### config.mk
export PLATFORM = sky130hd
export DESIGN_NAME = mvu_top
export DESIGN_NICKNAME = d
export VERILOG_FILES = /design/src/mvu_pkg.sv /design/src/mvu_wb_regs.sv /design/src/mvu_buffers.sv /design/src/mvu_fold_counter.sv /design/src/mvu_ctrl_fsm.sv /design/src/mvu_pe.sv /design/src/mvu_top.sv
export VERILOG_INCLUDE_DIRS = /design/src
export SDC_FILE = /design/constraint.sdc
export NUM_CORES = 1
export LEC_CHECK = 0
export BUFFER_PORTS_ARGS = -buffer_cell sky130_fd_sc_hd__buf_2
export CAP_MARGIN = 20
export CORE_MARGIN = 5
export CORE_UTILIZATION = 50
export DETAILED_ROUTE_END_ITERATION = 8
export PLACE_DENSITY_LB_ADDON = 0.25
export SYNTH_ARGS = -nofsm -noshare
export SYNTH_HDL_FRONTEND = slang
export SYNTH_SLANG_ARGS = --single-unit
### constraint.sdc
create_clock -name aclk -period 11.6 [get_ports aclk]
set_input_delay 0.58 -clock aclk [delete_from_list [all_inputs] [get_ports aclk]]
set_output_delay 0.58 -clock aclk [all_outputs]
set_load 0.05 [all_outputs]
### src/mvu_params.svh
// geometry of the matrix-vector unit
// element, fold and result widths
// Wishbone word address map
`ifndef MVU_PARAMS_SVH
`define MVU_PARAMS_SVH

`define MVU_SIMD    4                  // lanes per fold
`define MVU_ROWS    4                  // matrix rows
`define MVU_SF      2                  // folds per row, cols / lanes
`define MVU_TSRCI   4                  // activation element width
`define MVU_TW      4                  // weight element width
`define MVU_TDST    16                 // accumulator and result width
`define MVU_FOLD_W  16                 // one fold word, 4 packed elements
`define MVU_ROW_W   ($clog2(`MVU_ROWS)) // row index width
`define MVU_FSEL_W  ($clog2(`MVU_SF))   // fold index width
`define MVU_ADR_W   6                  // bus word address width

`define MVU_A_CTRL   6'h00 // start bit 0, opcode bits 2:1
`define MVU_A_STATUS 6'h01 // busy bit 0, done bit 1
`define MVU_A_ACT    6'h08 // + fold
`define MVU_A_WGT    6'h10 // + row*2 + fold
`define MVU_A_RES    6'h20 // + row

`endif

### src/mvu_pkg.sv
// shared types of the matrix-vector unit
// run controller state enum
// lane opcode enum
package mvu_pkg;

   // run controller states
   typedef enum logic [1:0] {
      ST_IDLE  = 2'd0,  // waiting for start
      ST_RUN   = 2'd1,  // counter stepping through folds
      ST_DRAIN = 2'd2,  // pe pipeline emptying
      ST_DONE  = 2'd3   // results ready, sticky
   } mvu_state_e;

   // lane multiply modes, code 3 behaves as OP_MUL_S
   typedef enum logic [1:0] {
      OP_MUL_S   = 2'd0,  // signed x signed
      OP_MUL_U   = 2'd1,  // unsigned x unsigned
      OP_BIN_WGT = 2'd2   // weight bit 0 picks -1 / +1
   } mvu_op_e;

endpackage

### src/mvu_wb_regs.sv
// Wishbone classic slave of the matrix-vector unit
// one-cycle ack, start pulse and opcode latch
// row result registers and status / result read mux
// buffer write strobes, dropped while busy
`include "mvu_params.svh"

module mvu_wb_regs (
   input  logic                    aclk,
   input  logic                    rst,
   input  logic                    cyc,
   input  logic                    stb,
   input  logic                    we,
   input  logic [`MVU_ADR_W-1:0]   adr,
   input  logic [31:0]             dat_w,
   input  logic                    busy,
   input  logic                    done,
   input  logic                    res_v,   // row result strobe from pe
   input  logic [`MVU_ROW_W-1:0]   res_row,
   input  logic [`MVU_TDST-1:0]    res,
   output logic [31:0]             dat_r,
   output logic                    ack,
   output logic                    start,   // one cycle, with ack
   output mvu_pkg::mvu_op_e        op,
   output logic                    buf_we,
   output logic [`MVU_ADR_W-1:0]   buf_adr,
   output logic [`MVU_FOLD_W-1:0]  buf_dat
);
   logic                   req;     // cycle seen, not yet acked
   logic                   res_hit; // adr in result window
   logic [`MVU_ADR_W-1:0]  res_off;
   logic [`MVU_TDST-1:0]   res_q [0:`MVU_ROWS-1];
   logic [`MVU_TDST-1:0]   res_rd;
   logic [31:0]            rd_mux;

   assign req     = cyc & stb & ~ack;
   assign buf_we  = req & we & ~busy;               // writes during a run are dropped
   assign buf_adr = adr;
   assign buf_dat = dat_w[`MVU_FOLD_W-1:0];
   assign res_off = adr - `MVU_A_RES;
   assign res_hit = (adr >= `MVU_A_RES) && (res_off < `MVU_ROWS);
   assign res_rd  = res_q[res_off[`MVU_ROW_W-1:0]];

   always_comb begin
      rd_mux = '0;                                  // unmapped reads give 0
      if (adr == `MVU_A_STATUS)
         rd_mux = {30'd0, done, busy};
      else if (adr == `MVU_A_CTRL)
         rd_mux = {29'd0, op, 1'b0};
      else if (res_hit)
         rd_mux = {{(32-`MVU_TDST){res_rd[`MVU_TDST-1]}}, res_rd}; // sign extended
   end

   always_ff @(posedge aclk) begin
      if (rst) begin
         ack   <= 1'b0;
         start <= 1'b0;
         op    <= mvu_pkg::OP_MUL_S;
         for (int i = 0; i < `MVU_ROWS; i++)
            res_q[i] <= '0;
      end else begin
         ack   <= req;                              // exactly one cycle per request
         start <= req & we & (adr == `MVU_A_CTRL) & dat_w[0];
         if (req && we && (adr == `MVU_A_CTRL) && !busy)
            op <= mvu_pkg::mvu_op_e'(dat_w[2:1]);   // held for the whole run
         if (res_v)
            res_q[res_row] <= res;
      end
   end

   always_ff @(posedge aclk) begin
      if (req)
         dat_r <= rd_mux;                           // valid with ack
   end

endmodule

### src/mvu_buffers.sv
// weight and activation fold storage
// written from the bus strobe, read by row and fold
`include "mvu_params.svh"

module mvu_buffers (
   input  logic                    aclk,
   input  logic                    rst,
   input  logic                    buf_we,
   input  logic [`MVU_ADR_W-1:0]   buf_adr,
   input  logic [`MVU_FOLD_W-1:0]  buf_dat,
   input  logic [`MVU_ROW_W-1:0]   row,
   input  logic [`MVU_FSEL_W-1:0]  fold,
   output logic [`MVU_FOLD_W-1:0]  act_fold,
   output logic [`MVU_FOLD_W-1:0]  wgt_fold
);
   logic [`MVU_FOLD_W-1:0] act_q [0:`MVU_SF-1];            // input vector, one word per fold
   logic [`MVU_FOLD_W-1:0] wgt_q [0:`MVU_ROWS*`MVU_SF-1];  // indexed {row, fold}
   logic [`MVU_ADR_W-1:0]  act_off;
   logic [`MVU_ADR_W-1:0]  wgt_off;
   logic                   act_hit;
   logic                   wgt_hit;

   assign act_off = buf_adr - `MVU_A_ACT;
   assign wgt_off = buf_adr - `MVU_A_WGT;
   assign act_hit = (buf_adr >= `MVU_A_ACT) && (act_off < `MVU_SF);
   assign wgt_hit = (buf_adr >= `MVU_A_WGT) && (wgt_off < `MVU_ROWS * `MVU_SF);

   always_ff @(posedge aclk) begin
      if (rst) begin
         for (int i = 0; i < `MVU_SF; i++)
            act_q[i] <= '0;
         for (int i = 0; i < `MVU_ROWS * `MVU_SF; i++)
            wgt_q[i] <= '0;
      end else if (buf_we) begin
         if (act_hit)
            act_q[act_off[`MVU_FSEL_W-1:0]] <= buf_dat;
         if (wgt_hit)
            wgt_q[wgt_off[`MVU_ROW_W+`MVU_FSEL_W-1:0]] <= buf_dat;
      end
   end

   // same activation word for every row, so the input vector is reused
   assign act_fold = act_q[fold];
   assign wgt_fold = wgt_q[{row, fold}];

endmodule

### src/mvu_fold_counter.sv
// nested fold and row counter
// first / last fold flags and end-of-matrix wrap pulse
`include "mvu_params.svh"

module mvu_fold_counter (
   input  logic                    aclk,
   input  logic                    rst,
   input  logic                    cnt_en,
   output logic [`MVU_ROW_W-1:0]   row,
   output logic [`MVU_FSEL_W-1:0]  fold,
   output logic                    first,   // accumulator clear
   output logic                    last,    // row complete
   output logic                    wrap     // row 3 fold 1
);
   always_ff @(posedge aclk) begin
      if (rst || !cnt_en) begin
         row  <= '0;                           // restart from row 0 each run
         fold <= '0;
      end else if (last) begin
         fold <= '0;
         if (row == `MVU_ROWS - 1)
            row <= '0;
         else
            row <= row + 1'b1;
      end else begin
         fold <= fold + 1'b1;
      end
   end

   assign first = (fold == 0);
   assign last  = (fold == `MVU_SF - 1);
   assign wrap  = cnt_en & last & (row == `MVU_ROWS - 1);

endmodule

### src/mvu_ctrl_fsm.sv
// run controller of the matrix-vector unit
// idle, run, drain and done states
// counter enable, busy and sticky done flags
`include "mvu_params.svh"

module mvu_ctrl_fsm (
   input  logic                   aclk,
   input  logic                   rst,
   input  logic                   start,
   input  logic                   wrap,
   input  logic                   out_v,
   input  logic [`MVU_ROW_W-1:0]  out_row,
   output logic                   cnt_en,
   output logic                   busy,
   output logic                   done
);
   mvu_pkg::mvu_state_e state;
   mvu_pkg::mvu_state_e state_nxt;

   always_ff @(posedge aclk) begin
      if (rst)
         state <= mvu_pkg::ST_IDLE;
      else
         state <= state_nxt;
   end

   always_comb begin
      state_nxt = state;
      case (state)
         mvu_pkg::ST_IDLE: begin
            if (start)
               state_nxt = mvu_pkg::ST_RUN;
         end
         mvu_pkg::ST_RUN: begin
            if (wrap)
               state_nxt = mvu_pkg::ST_DRAIN;  // last fold issued
         end
         mvu_pkg::ST_DRAIN: begin
            if (out_v && (out_row == `MVU_ROWS - 1))
               state_nxt = mvu_pkg::ST_DONE;   // final row result out of pe
         end
         mvu_pkg::ST_DONE: begin
            if (start)
               state_nxt = mvu_pkg::ST_RUN;    // restart clears done
         end
         default: state_nxt = mvu_pkg::ST_IDLE;
      endcase
   end

   assign cnt_en = (state == mvu_pkg::ST_RUN);
   assign busy   = (state == mvu_pkg::ST_RUN) || (state == mvu_pkg::ST_DRAIN);
   assign done   = (state == mvu_pkg::ST_DONE);

endmodule

### src/mvu_pe.sv
// processing element of the matrix-vector unit
// simd multiply lanes selected by opcode
// registered lane sum, accumulator and row tag pipeline
`include "mvu_params.svh"

module mvu_pe (
   input  logic                    aclk,
   input  logic                    rst,
   input  mvu_pkg::mvu_op_e        op,
   input  logic                    in_v,
   input  logic                    in_clr,   // first fold, load accumulator
   input  logic                    in_last,  // last fold of the row
   input  logic [`MVU_ROW_W-1:0]   in_row,
   input  logic [`MVU_FOLD_W-1:0]  in_act,   // lane 0 in the low nibble
   input  logic [`MVU_FOLD_W-1:0]  in_wgt,
   output logic                    out_v,
   output logic [`MVU_ROW_W-1:0]   out_row,
   output logic [`MVU_TDST-1:0]    out
);
   logic [`MVU_TDST-1:0]   prod [0:`MVU_SIMD-1];  // one product per lane
   logic [`MVU_TDST-1:0]   lane_sum;
   logic                   s1_v;
   logic                   s1_clr;
   logic                   s1_last;
   logic [`MVU_ROW_W-1:0]  s1_row;
   logic [`MVU_TDST-1:0]   s1_sum;
   logic [`MVU_TDST-1:0]   acc;

   for (genvar i = 0; i < `MVU_SIMD; i++) begin : g_lane
      logic [`MVU_TSRCI-1:0] a;
      logic [`MVU_TW-1:0]    w;
      logic [`MVU_TDST-1:0]  a_sx;
      logic [`MVU_TDST-1:0]  w_sx;
      logic [`MVU_TDST-1:0]  a_zx;
      logic [`MVU_TDST-1:0]  w_zx;

      assign a    = in_act[i*`MVU_TSRCI +: `MVU_TSRCI];
      assign w    = in_wgt[i*`MVU_TW +: `MVU_TW];
      assign a_sx = {{(`MVU_TDST-`MVU_TSRCI){a[`MVU_TSRCI-1]}}, a};
      assign w_sx = {{(`MVU_TDST-`MVU_TW){w[`MVU_TW-1]}}, w};
      assign a_zx = {{(`MVU_TDST-`MVU_TSRCI){1'b0}}, a};
      assign w_zx = {{(`MVU_TDST-`MVU_TW){1'b0}}, w};

      always_comb begin
         logic [`MVU_TDST-1:0] p;
         case (op)
            mvu_pkg::OP_MUL_U:   p = a_zx * w_zx;
            mvu_pkg::OP_BIN_WGT: p = w[0] ? a_sx : -a_sx;  // bit 0 means -1
            default:             p = a_sx * w_sx;          // low 16 bits exact for signed
         endcase
         prod[i] = p;
      end
   end

   // adder tree over the lanes
   always_comb begin
      lane_sum = '0;
      for (int k = 0; k < `MVU_SIMD; k++)
         lane_sum = lane_sum + prod[k];
   end

   always_ff @(posedge aclk) begin
      if (rst) begin
         s1_v  <= 1'b0;
         out_v <= 1'b0;
      end else begin
         s1_v  <= in_v;
         out_v <= s1_v & s1_last;              // once per row
      end
   end

   always_ff @(posedge aclk) begin
      s1_sum  <= lane_sum;                     // stage 1
      s1_clr  <= in_clr;
      s1_last <= in_last;
      s1_row  <= in_row;
      if (s1_v) begin                          // stage 2
         acc     <= s1_clr ? s1_sum : acc + s1_sum;
         out_row <= s1_row;
      end
   end

   assign out = acc;

endmodule

### src/mvu_top.sv
// top level of the matrix-vector unit
// bus slave, buffers, fold counter, run controller and pe
`include "mvu_params.svh"

module mvu_top (
   input  logic                   aclk,
   input  logic                   rst,
   input  logic                   cyc,
   input  logic                   stb,
   input  logic                   we,
   input  logic [`MVU_ADR_W-1:0]  adr,
   input  logic [31:0]            dat_w,
   output logic [31:0]            dat_r,
   output logic                   ack
);
   logic                   start;
   mvu_pkg::mvu_op_e       op;
   logic                   buf_we;
   logic [`MVU_ADR_W-1:0]  buf_adr;
   logic [`MVU_FOLD_W-1:0] buf_dat;
   logic                   busy;
   logic                   done;
   logic                   cnt_en;   // also the pe input valid
   logic [`MVU_ROW_W-1:0]  row;
   logic [`MVU_FSEL_W-1:0] fold;
   logic                   first;
   logic                   last;
   logic                   wrap;
   logic [`MVU_FOLD_W-1:0] act_fold;
   logic [`MVU_FOLD_W-1:0] wgt_fold;
   logic                   out_v;
   logic [`MVU_ROW_W-1:0]  out_row;
   logic [`MVU_TDST-1:0]   pe_out;

   mvu_wb_regs u_wb_regs (
      .aclk, .rst, .cyc, .stb, .we, .adr, .dat_w,
      .busy, .done, .res_v(out_v), .res_row(out_row), .res(pe_out),
      .dat_r, .ack, .start, .op, .buf_we, .buf_adr, .buf_dat
   );

   mvu_buffers u_buffers (
      .aclk, .rst, .buf_we, .buf_adr, .buf_dat, .row, .fold, .act_fold, .wgt_fold
   );

   mvu_fold_counter u_fold_counter (
      .aclk, .rst, .cnt_en, .row, .fold, .first, .last, .wrap
   );

   mvu_ctrl_fsm u_ctrl_fsm (
      .aclk, .rst, .start, .wrap, .out_v, .out_row, .cnt_en, .busy, .done
   );

   mvu_pe u_pe (
      .aclk, .rst, .op, .in_v(cnt_en), .in_clr(first), .in_last(last), .in_row(row),
      .in_act(act_fold), .in_wgt(wgt_fold), .out_v, .out_row, .out(pe_out)
   );

endmodule

==> flow_summary.yaml, run 1 <==
sta:
  drv_slew: 0
  setup_viol: 0
  period_share_pct: 77.1
  period_needed_ns: 8.94
  worst-slew-pin-transition_ns: 1.03
  fmaxAchievable_ghz: 0.112
  slew_headroom_pct: 30.8
  clock_skew_ns: 0.0181
  tns_ns: 0
  finalHoldViolations: 0
  rsz0062_at_grt: "no"
critical_path:
  cp_slowest_cell: "dfxtp_2"
  setup.worst_path.end_class: "flop"
  cp.required_ns: 12.03
  start_kind: "flop"
  path_class: "flop to flop"
  reg2reg_depth: 28
  path_max_fanout: 18
  worstPathArrival_ns: 9.37
  path_common_cell: "fa_1"
  max_stage_delay_ns: 0.75
yosys:
  syn-cell-area_um2: 18900
  yosysTopAreaCell: "edfxtp_1"
  ys_types: 63
  yosys_most_used_dff: "edfxtp_1"
  yosysSeqAreaShare_pct: 44.3
  synth_warnings: 0
  ys_async_sr_fraction_pct: 0
  synth_top_area_share_pct: 41.0
  synth_edf_count: 258
  ys_seq_elements: 289
  synth.area.top_cells: "edfxtp_1, ha_1, fa_1"
  netlist_instances: 1620
  avgSynthCellArea_um2: 11.7
  syn_nets: 1879
detailed_routing:
  ant_nets: 0
  finalWirelength_um: 41500
  viasPerCell: 5.39
  route.vias.total: 11868
  drt_first_pass_iters: 5
  drcViolationCount: 0
  routedWlPerCell_um: 18.8
  dr.first_iter.drc_count: 698
die:
  boundaryPins: 76
  die_height_um: 204
  start_util_pct: 50.4
  rows: 71
  core_um2: 37500
  dieArea_um2: 41800
  die_x_um: 204
global_routing:
  grt_pass1_wl_um: 66200
  grt_usage_pct: 20.1
  grt_pass1_vias: 12167
  antenna_found_initial: 3
  grt_max_degree: 45
  grt-ovfl-total: 0
cts:
  post_cts.repair.setup_buffers: 0
  cts_sinks: 289
  clk_pin_slew_ns: 0.06
  htree_num_levels: 1
  clockBufferDepth: 3
  cts_buffers: 31
  cts_tree: "built"
  root_buffer: "clkbuf_16"
  clk_latency_ns: 0.56
  cts_resized: 0
  ctsHoldBuffers: 0
power_and_ir_drop:
  leakage_nw: 8.89
  p_per_area_nw_per_um2: 246
  vdd_drop_max_mv: 0.217
  total_power_mw: 5.10
finish:
  layout.nets: 1930
  antenna_cells: 0
  drive_gt1_share_pct: 13.1
  area_growth_syn_to_layout_pct: 9.76
placement:
  port_buffers: 59
  dp_hpwl_um: 29800
  place_congestion: 0.869
flow_run:
  drv_cap: 0
outcome:
  outcome: "finished, final reports clean"
min_path:
  hold_class: "input port to flop"
  whs_path_depth: 3
## sequential cells by signal, summed over array words and instances (netlist names)
register             cells
u_buffers.wgt_q        128
u_wb_regs.res_q         64
u_buffers.act_q         32
u_pe.out                16
u_pe.s1_sum             16
u_wb_regs.dat_r         16
u_ctrl_fsm.state         2
u_fold_counter.row       2
u_pe.out_row             2
u_pe.s1_row              2
u_wb_regs.op             2
u_fold_counter.fold      1
u_pe.out_v               1
u_pe.s1_clr              1
u_pe.s1_last             1
u_pe.s1_v                1
u_wb_regs.ack            1
u_wb_regs.start          1
## cells by family after synthesis
kind of cell,after synthesis,share of synthesized area (%)
DFF,289,44.3
muxes,95,8.10
buffers and inverters,222,4.81
adders and majority gates,216,17.5
xor gates and xnor gates,68,3.30
and+or+nand+nor,521,15.2
AOI/OAI and AO/OA,209,6.79
## synth_stat cells, drive strengths merged, types with 16 or more instances
cell,instances
a21o,30
mux2i,45
clkbuf,38
fa,81
and2,208
mux4,46
nand2,56
xor2,20
a21oi,80
xnor2,46
nand2b,27
nor2b,34
ha,135
nand3,16
and3,20
inv,154
or2,32
buf,29
dfxtp,31
edfxtp,258
o21ai,43
nor2,95
## layout by cell type (no fill, tap or decap), types with 29 or more instances in the layout
cell type / n
edfxtp_1: 258
and2_1: 208
inv_1: 154
ha_1: 135
nor2_1: 95
fa_1: 81
a21oi_1: 80
buf_2: 59
nand2_1: 56
mux4_2: 46
xnor2_1: 46
mux2i_1: 45
o21ai_0: 42
nor2b_1: 34
or2_2: 32
clkbuf_16: 31
a21o_1: 30
dfxtp_1: 29
## area by class of cell
| type | count | area [µm²] |
|---|---|---|
| fill | 3241 | 16700 |
| timing repair buffer | 85 | 494 |
| clock inverter | 19 | 235 |
| multi-input combinational | 1109 | 9630 |
| sequential | 289 | 8370 |
| inverter | 155 | 582 |
| tap | 511 | 639 |
| clock buffer | 35 | 791 |
## critical path, delay by kind of cell (launching register included)
kind / cells / cell delay, ns
simple gates: 3 / 0.67
fa+ha+maj: 8 / 3.42
mux: 2 / 0.95
buf+inv: 5 / 0.61
compound gates: 7 / 1.70
xor+xnor: 3 / 0.69
flops: 1 / 0.75
## per-layer routing
metal,routed length (µm),track usage (%),vias to the layer above
met2,21300,36.5,232
met5,28,0,-
met4,1010,4.81,6
met1,17300,25.4,5819
li1,-,-,5739
met3,1800,2.94,72
## per-stage QoR
stage,cell area (µm²),instances,hold WS (ns),worst slack [ns],util [%]
2_1_floorplan,18900,1620,0.353,3.53,-
3_3_place_gp,19700,2148,0.390,2.71,52.6
3_5_place_dp,19700,2149,0.390,2.57,52.6
4_1_cts,20700,2203,0.280,2.54,55.3
5_1_grt,20700,2203,0.311,1.85,55.3
6_report,20700,2203,0.304,2.66,55.3
## power breakdown
group	switching, mW	internal, mW	total [mW]
Sequential	0.0553	1.27	1.32
Clock	0.396	0.599	0.995
Combinational	1.52	1.26	2.79
## path summary, 6_finish.rpt
kind,endpoint,startpoint,slack (ns)
setup / recovery,u_pe.s1_sum[15],u_fold_counter.fold,2.66
hold / removal,u_wb_regs.ack,stb,0.30
setup reg to reg,u_pe.s1_sum[15],u_fold_counter.fold,2.66
hold reg to reg,u_pe.out_row[0],u_pe.s1_row[0],0.40
Power figures use the tool's default switching activity.
==> inputs of run 2 (changes only) <==
clock period = 8.75 ns   (was 11.6 ns; I/O delays follow)
==> run 2 against run 1 <==
Net effect:
- combinational power rose by 35%
- design area rose by 1.0%
- first-iteration DRC count fell by 1.7%
- die area did not move
- clock-buffer cell count fell by 1
- register-to-register slack got worse by 2.0 ns
- sequential cell count did not move
- sequential power rose by 32%
- clock skew rose by 0.019 ns
- sequential share of layout area fell by 0.40 points
- non-clock buffer count rose by 28
==> flow_summary.yaml, run 2 (synthesized netlist as in run 1, its figures left out) <==
power_and_ir_drop:
  p_per_area_nw_per_um2: 324
  vdd_drop_max_mv: 0.352
  total_power_mw: 6.78
  leakage_nw: 9.04
detailed_routing:
  drcViolationCount: 0
  routedWlPerCell_um: 18.8
  route.vias.total: 12031
  ant_nets: 0
  drt_first_pass_iters: 5
  finalWirelength_um: 41900
  dr.first_iter.drc_count: 686
  viasPerCell: 5.38
sta:
  holdWs_ns: 0.144
  worst-slew-pin-transition_ns: 0.964
  setup_ws_ns: 0.610
  tns_ns: 0
  period_needed_ns: 8.14
  clock_skew_ns: 0.0368
  setup_viol: 0
  finalHoldViolations: 0
  period_share_pct: 93.0
  drv_slew: 0
  fmaxAchievable_ghz: 0.123
  rsz0062_at_grt: "no"
  slew_headroom_pct: 35.7
finish:
  largest_register_ffs: 128
  reg_top3: "u_buffers.wgt_q (128), u_wb_regs.res_q (64), u_buffers.act_q (32)"
  utilization_pct: 55.9
  final_area_um2: 21000
  layout_common_cells: "edfxtp_1, and2_1, inv_1"
  fill_cells: 3190
  top_register: "u_buffers.wgt_q"
  antenna_cells: 0
  layout.nets: 1958
  final_cell_count_no_fill: 2235
  mostFrequentLayoutCell: "edfxtp_1"
  area_growth_syn_to_layout_pct: 10.9
  drive_gt1_share_pct: 14.6
global_routing:
  grt_max_degree: 40
  grt_pass1_vias: 12296
  grt_usage_pct: 20.3
  grt_pass1_wl_um: 66800
  grt-ovfl-total: 0
  antenna_found_initial: 0
placement:
  place_congestion: 0.889
  dp_hpwl_um: 30800
  port_buffers: 59
  place_area_um2: 19900
  dp.cells: 2176
  post-place-ws_ns: 0.495
min_path:
  worstHoldStart: "stb"
  hold_end: "u_wb_regs.ack"
  whs_path_depth: 3
  hold_class: "input port to flop"
critical_path:
  timing.rr.start: "u_fold_counter.fold"
  path_max_fanout: 20
  cp.required_ns: 9.20
  setup.worst_path.end_class: "flop"
  r2r_slack_ns: 0.61
  regToRegEndpoint: "u_pe.s1_sum[15]"
  reg2reg_depth: 28
  path_common_cell: "fa_1"
  max_stage_delay_ns: 0.54
  start_kind: "flop"
  cp_slowest_cell: "fa_1"
  worstPathArrival_ns: 8.59
  path_class: "flop to flop"
  startpoint: "u_fold_counter.fold"
outcome:
  outcome: "finished, final reports clean"
cts:
  post_cts.repair.setup_buffers: 0
  root_buffer: "clkbuf_16"
  cts_tree: "built"
  ctsHoldBuffers: 0
  clk_latency_ns: 0.59
  clockBufferDepth: 3
  cts_sinks: 289
  clk_pin_slew_ns: 0.06
  htree_num_levels: 1
  cts_buffers: 31
die:
  start_util_pct: 50.4
  boundaryPins: 76
  rows: 71
  die_x_um: 204
  core_um2: 37500
  die_height_um: 204
  dieArea_um2: 41800
flow_run:
  drv_cap: 0
## run 2: changes by cell type in the layout (fill, tap and decap cells not counted), sizes merged
cell / change
clkinv: +10
clkinvlp: -2
inv: -1
clkbuf: -1
bufinv: -2
buf: +28
## run 2: report_power, final
| group | total, mW | switching, mW | internal [mW] |
|---|---|---|---|
| Sequential | 1.74 | 0.0664 | 1.68 |
| Combinational | 3.76 | 2.06 | 1.70 |
| Clock | 1.28 | 0.540 | 0.738 |
| Total | 6.78 | 2.67 | 4.11 |
## run 2: layer usage
metal	global-route usage, %	share of wire (%)
met1	25.3	41
met5	0	0
met2	37.9	53
met4	4.55	2.5
met3	2.22	3.6
## run 2: repair_timing
| action | CTS | global route |
|---|---|---|
| hold endpoints to repair | 0 | 0 |
| gates resized for setup | 0 | 1 |
| endpoints found under the setup margin | 0 | 1 |
## run 2: worst max path at each step
stage / depth (start not counted) / slack [ns] / end
2_1_floorplan: 29 / 0.68 / u_pe.s1_sum[15]
3_3_place_gp: 28 / 0.58 / u_pe.s1_sum[15]
3_5_place_dp: 28 / 0.49 / u_pe.s1_sum[15]
4_1_cts: 28 / 0.45 / u_pe.s1_sum[15]
5_1_grt: 28 / 0.14 / u_pe.s1_sum[15]
6_report: 28 / 0.61 / u_pe.s1_sum[15]
## run 2: area by class of cell
cell class	instances	area [µm²]	share of cell area, %
clock inverter	24	210	1.00
multi-input combinational	1109	9640	46.0
clock buffer	34	787	3.76
timing repair buffer	113	724	3.46
inverter	155	582	2.78
tap	511	639	3.05
sequential	289	8370	39.9
## run 2: critical path, delay by kind of cell (launching register included)
| kind | cells | cell delay (ns) |
|---|---|---|
| xor+xnor | 3 | 0.65 |
| simple gates | 3 | 0.65 |
| buf+inv | 5 | 0.43 |
| flops | 1 | 0.47 |
| fa+ha+maj | 8 | 3.42 |
| compound gates | 7 | 1.46 |
| mux | 2 | 0.92 |
==> inputs of run 3 (changes only) <==
clock period = 8.3 ns   (was 8.75 ns; I/O delays follow)
==> run 3 against run 2 <==
Net effect:
- first-iteration DRC count is 11% lower
- clock skew is 0.021 ns lower
- combinational power is 8.2% higher
- final cell count hardly changed
- die area stayed put
- register-to-register slack worse by 0.13 ns
- routed wire length is 0.53% lower
- sequential power is 6% higher
- non-clock buffer count is 1 higher
- clock-buffer cell count is 6 higher
- design area hardly changed
==> flow_summary.yaml, run 3 (synthesized netlist as in run 1, its figures left out) <==
die:
  core_um2: 37500
  die_x_um: 204
  start_util_pct: 50.4
  die_height_um: 204
  boundaryPins: 76
  rows: 71
  dieArea_um2: 41800
sta:
  period_share_pct: 94.2
  rsz0062_at_grt: "no"
  finalHoldViolations: 0
  fmaxAchievable_ghz: 0.128
  worst-slew-pin-transition_ns: 0.928
  slew_headroom_pct: 38.1
  clock_skew_ns: 0.0162
  tns_ns: 0
  setup_viol: 0
  drv_slew: 0
  period_needed_ns: 7.82
global_routing:
  grt_usage_pct: 20.4
  grt_pass1_wl_um: 67400
  grt-ovfl-total: 0
  grt_pass1_vias: 12489
  grt_max_degree: 42
  antenna_found_initial: 4
critical_path:
  path_class: "flop to flop"
  path_common_cell: "fa_1"
  cp_slowest_cell: "fa_1"
  path_max_fanout: 27
  max_stage_delay_ns: 0.55
  cp.required_ns: 8.73
  start_kind: "flop"
  setup.worst_path.end_class: "flop"
  worstPathArrival_ns: 8.25
placement:
  dp_hpwl_um: 30000
  port_buffers: 59
  dp.cells: 2176
  place_congestion: 0.856
finish:
  top_register: "u_buffers.wgt_q"
  final_cell_count_no_fill: 2234
  mostFrequentLayoutCell: "edfxtp_1"
  antenna_cells: 0
  layout_common_cells: "edfxtp_1, and2_1, inv_1"
  fill_cells: 3193
  layout.nets: 1958
  drive_gt1_share_pct: 14.9
  area_growth_syn_to_layout_pct: 10.9
  largest_register_ffs: 128
  utilization_pct: 55.9
  reg_top3: "u_buffers.wgt_q (128), u_wb_regs.res_q (64), u_buffers.act_q (32)"
detailed_routing:
  routedWlPerCell_um: 18.7
  finalWirelength_um: 41700
  dr.first_iter.drc_count: 610
  drt_first_pass_iters: 6
  ant_nets: 0
  drcViolationCount: 0
  route.vias.total: 11983
  viasPerCell: 5.36
cts:
  cts_tree: "built"
  clk_latency_ns: 0.56
  clockBufferDepth: 3
  cts_buffers: 30
  htree_num_levels: 1
  clk_pin_slew_ns: 0.06
  root_buffer: "clkbuf_16"
  cts_sinks: 289
power_and_ir_drop:
  p_per_area_nw_per_um2: 344
  leakage_nw: 9.04
  vdd_drop_max_mv: 0.362
flow_run:
  drv_cap: 0
min_path:
  hold_class: "input port to flop"
outcome:
  outcome: "finished, final reports clean"
==> run 3: path summary, 6_finish.rpt <==
check | depth (start not counted) | end | startpoint | slack [ns]
setup / recovery | 29 | u_pe.s1_sum[15] | u_fold_counter.fold | 0.48
hold / removal | 3 | u_wb_regs.ack | stb | 0.14
setup reg to reg | 29 | u_pe.s1_sum[15] | u_fold_counter.fold | 0.48
hold reg to reg | 0 | u_pe.s1_row[1] | u_fold_counter.row[1] | 0.36
==> run 3: area by class of cell <==
cell class / count / area, µm² / area share [%]
Tap cell: 511 / 639 / 3.05
Inverter: 155 / 582 / 2.77
Timing Repair Buffer: 114 / 737 / 3.51
Multi-Input combinational cell: 1109 / 9680 / 46.1
Clock buffer: 40 / 830 / 3.96
Sequential cell: 289 / 8370 / 39.9
Clock inverter: 16 / 133 / 0.633
==> run 3: where the power goes <==
part | internal [mW] | total, mW | switching, mW
clock network | 0.761 | 1.30 | 0.542
logic | 1.87 | 4.07 | 2.20
registers | 1.77 | 1.84 | 0.0706
==> run 3: timing repair <==
item / CTS / global route
hold buffers: 0 / 0
gates resized for setup: 0 / 9
hold endpoints to repair: 0 / 0
setup buffers: 0 / 0
setup endpoints to repair: 0 / 2
==> run 3: per-stage QoR <==
step                      power (mW)  hold slack [ns]  setup slack (ns)  cell area (µm²)
after CTS                       7.18            0.117             0.189            20900
final                           7.21            0.138             0.477            21000
after detailed placement        5.85            0.341             0.207            19900
after floorplan                 5.00            0.353             0.231            18900
after global routing            7.93            0.156            0.0273            21000
after global placement          5.75            0.337             0.290            19900
==> run 3: critical path, delay by kind of cell (launching register included) <==
kind,cells,cell delay (ns)
AND/OR/NAND/NOR,3,0.30
AO/OA/AOI/OAI,8,1.45
multiplexers,2,0.84
XOR/XNOR,3,0.70
adder cells (fa/ha/maj),8,3.55
buffers and inverters,5,0.43
flip-flops,1,0.37
==> run 3: layer usage <==
metal  up-vias  global-route usage, %  share of wire (%)
li1       5795                      -                  -
met1      5882                   26.4                 43
met2       229                   36.7                 50
met3        69                   2.63                4.2
met4         8                   4.59                2.5
met5         -                      0               0.12
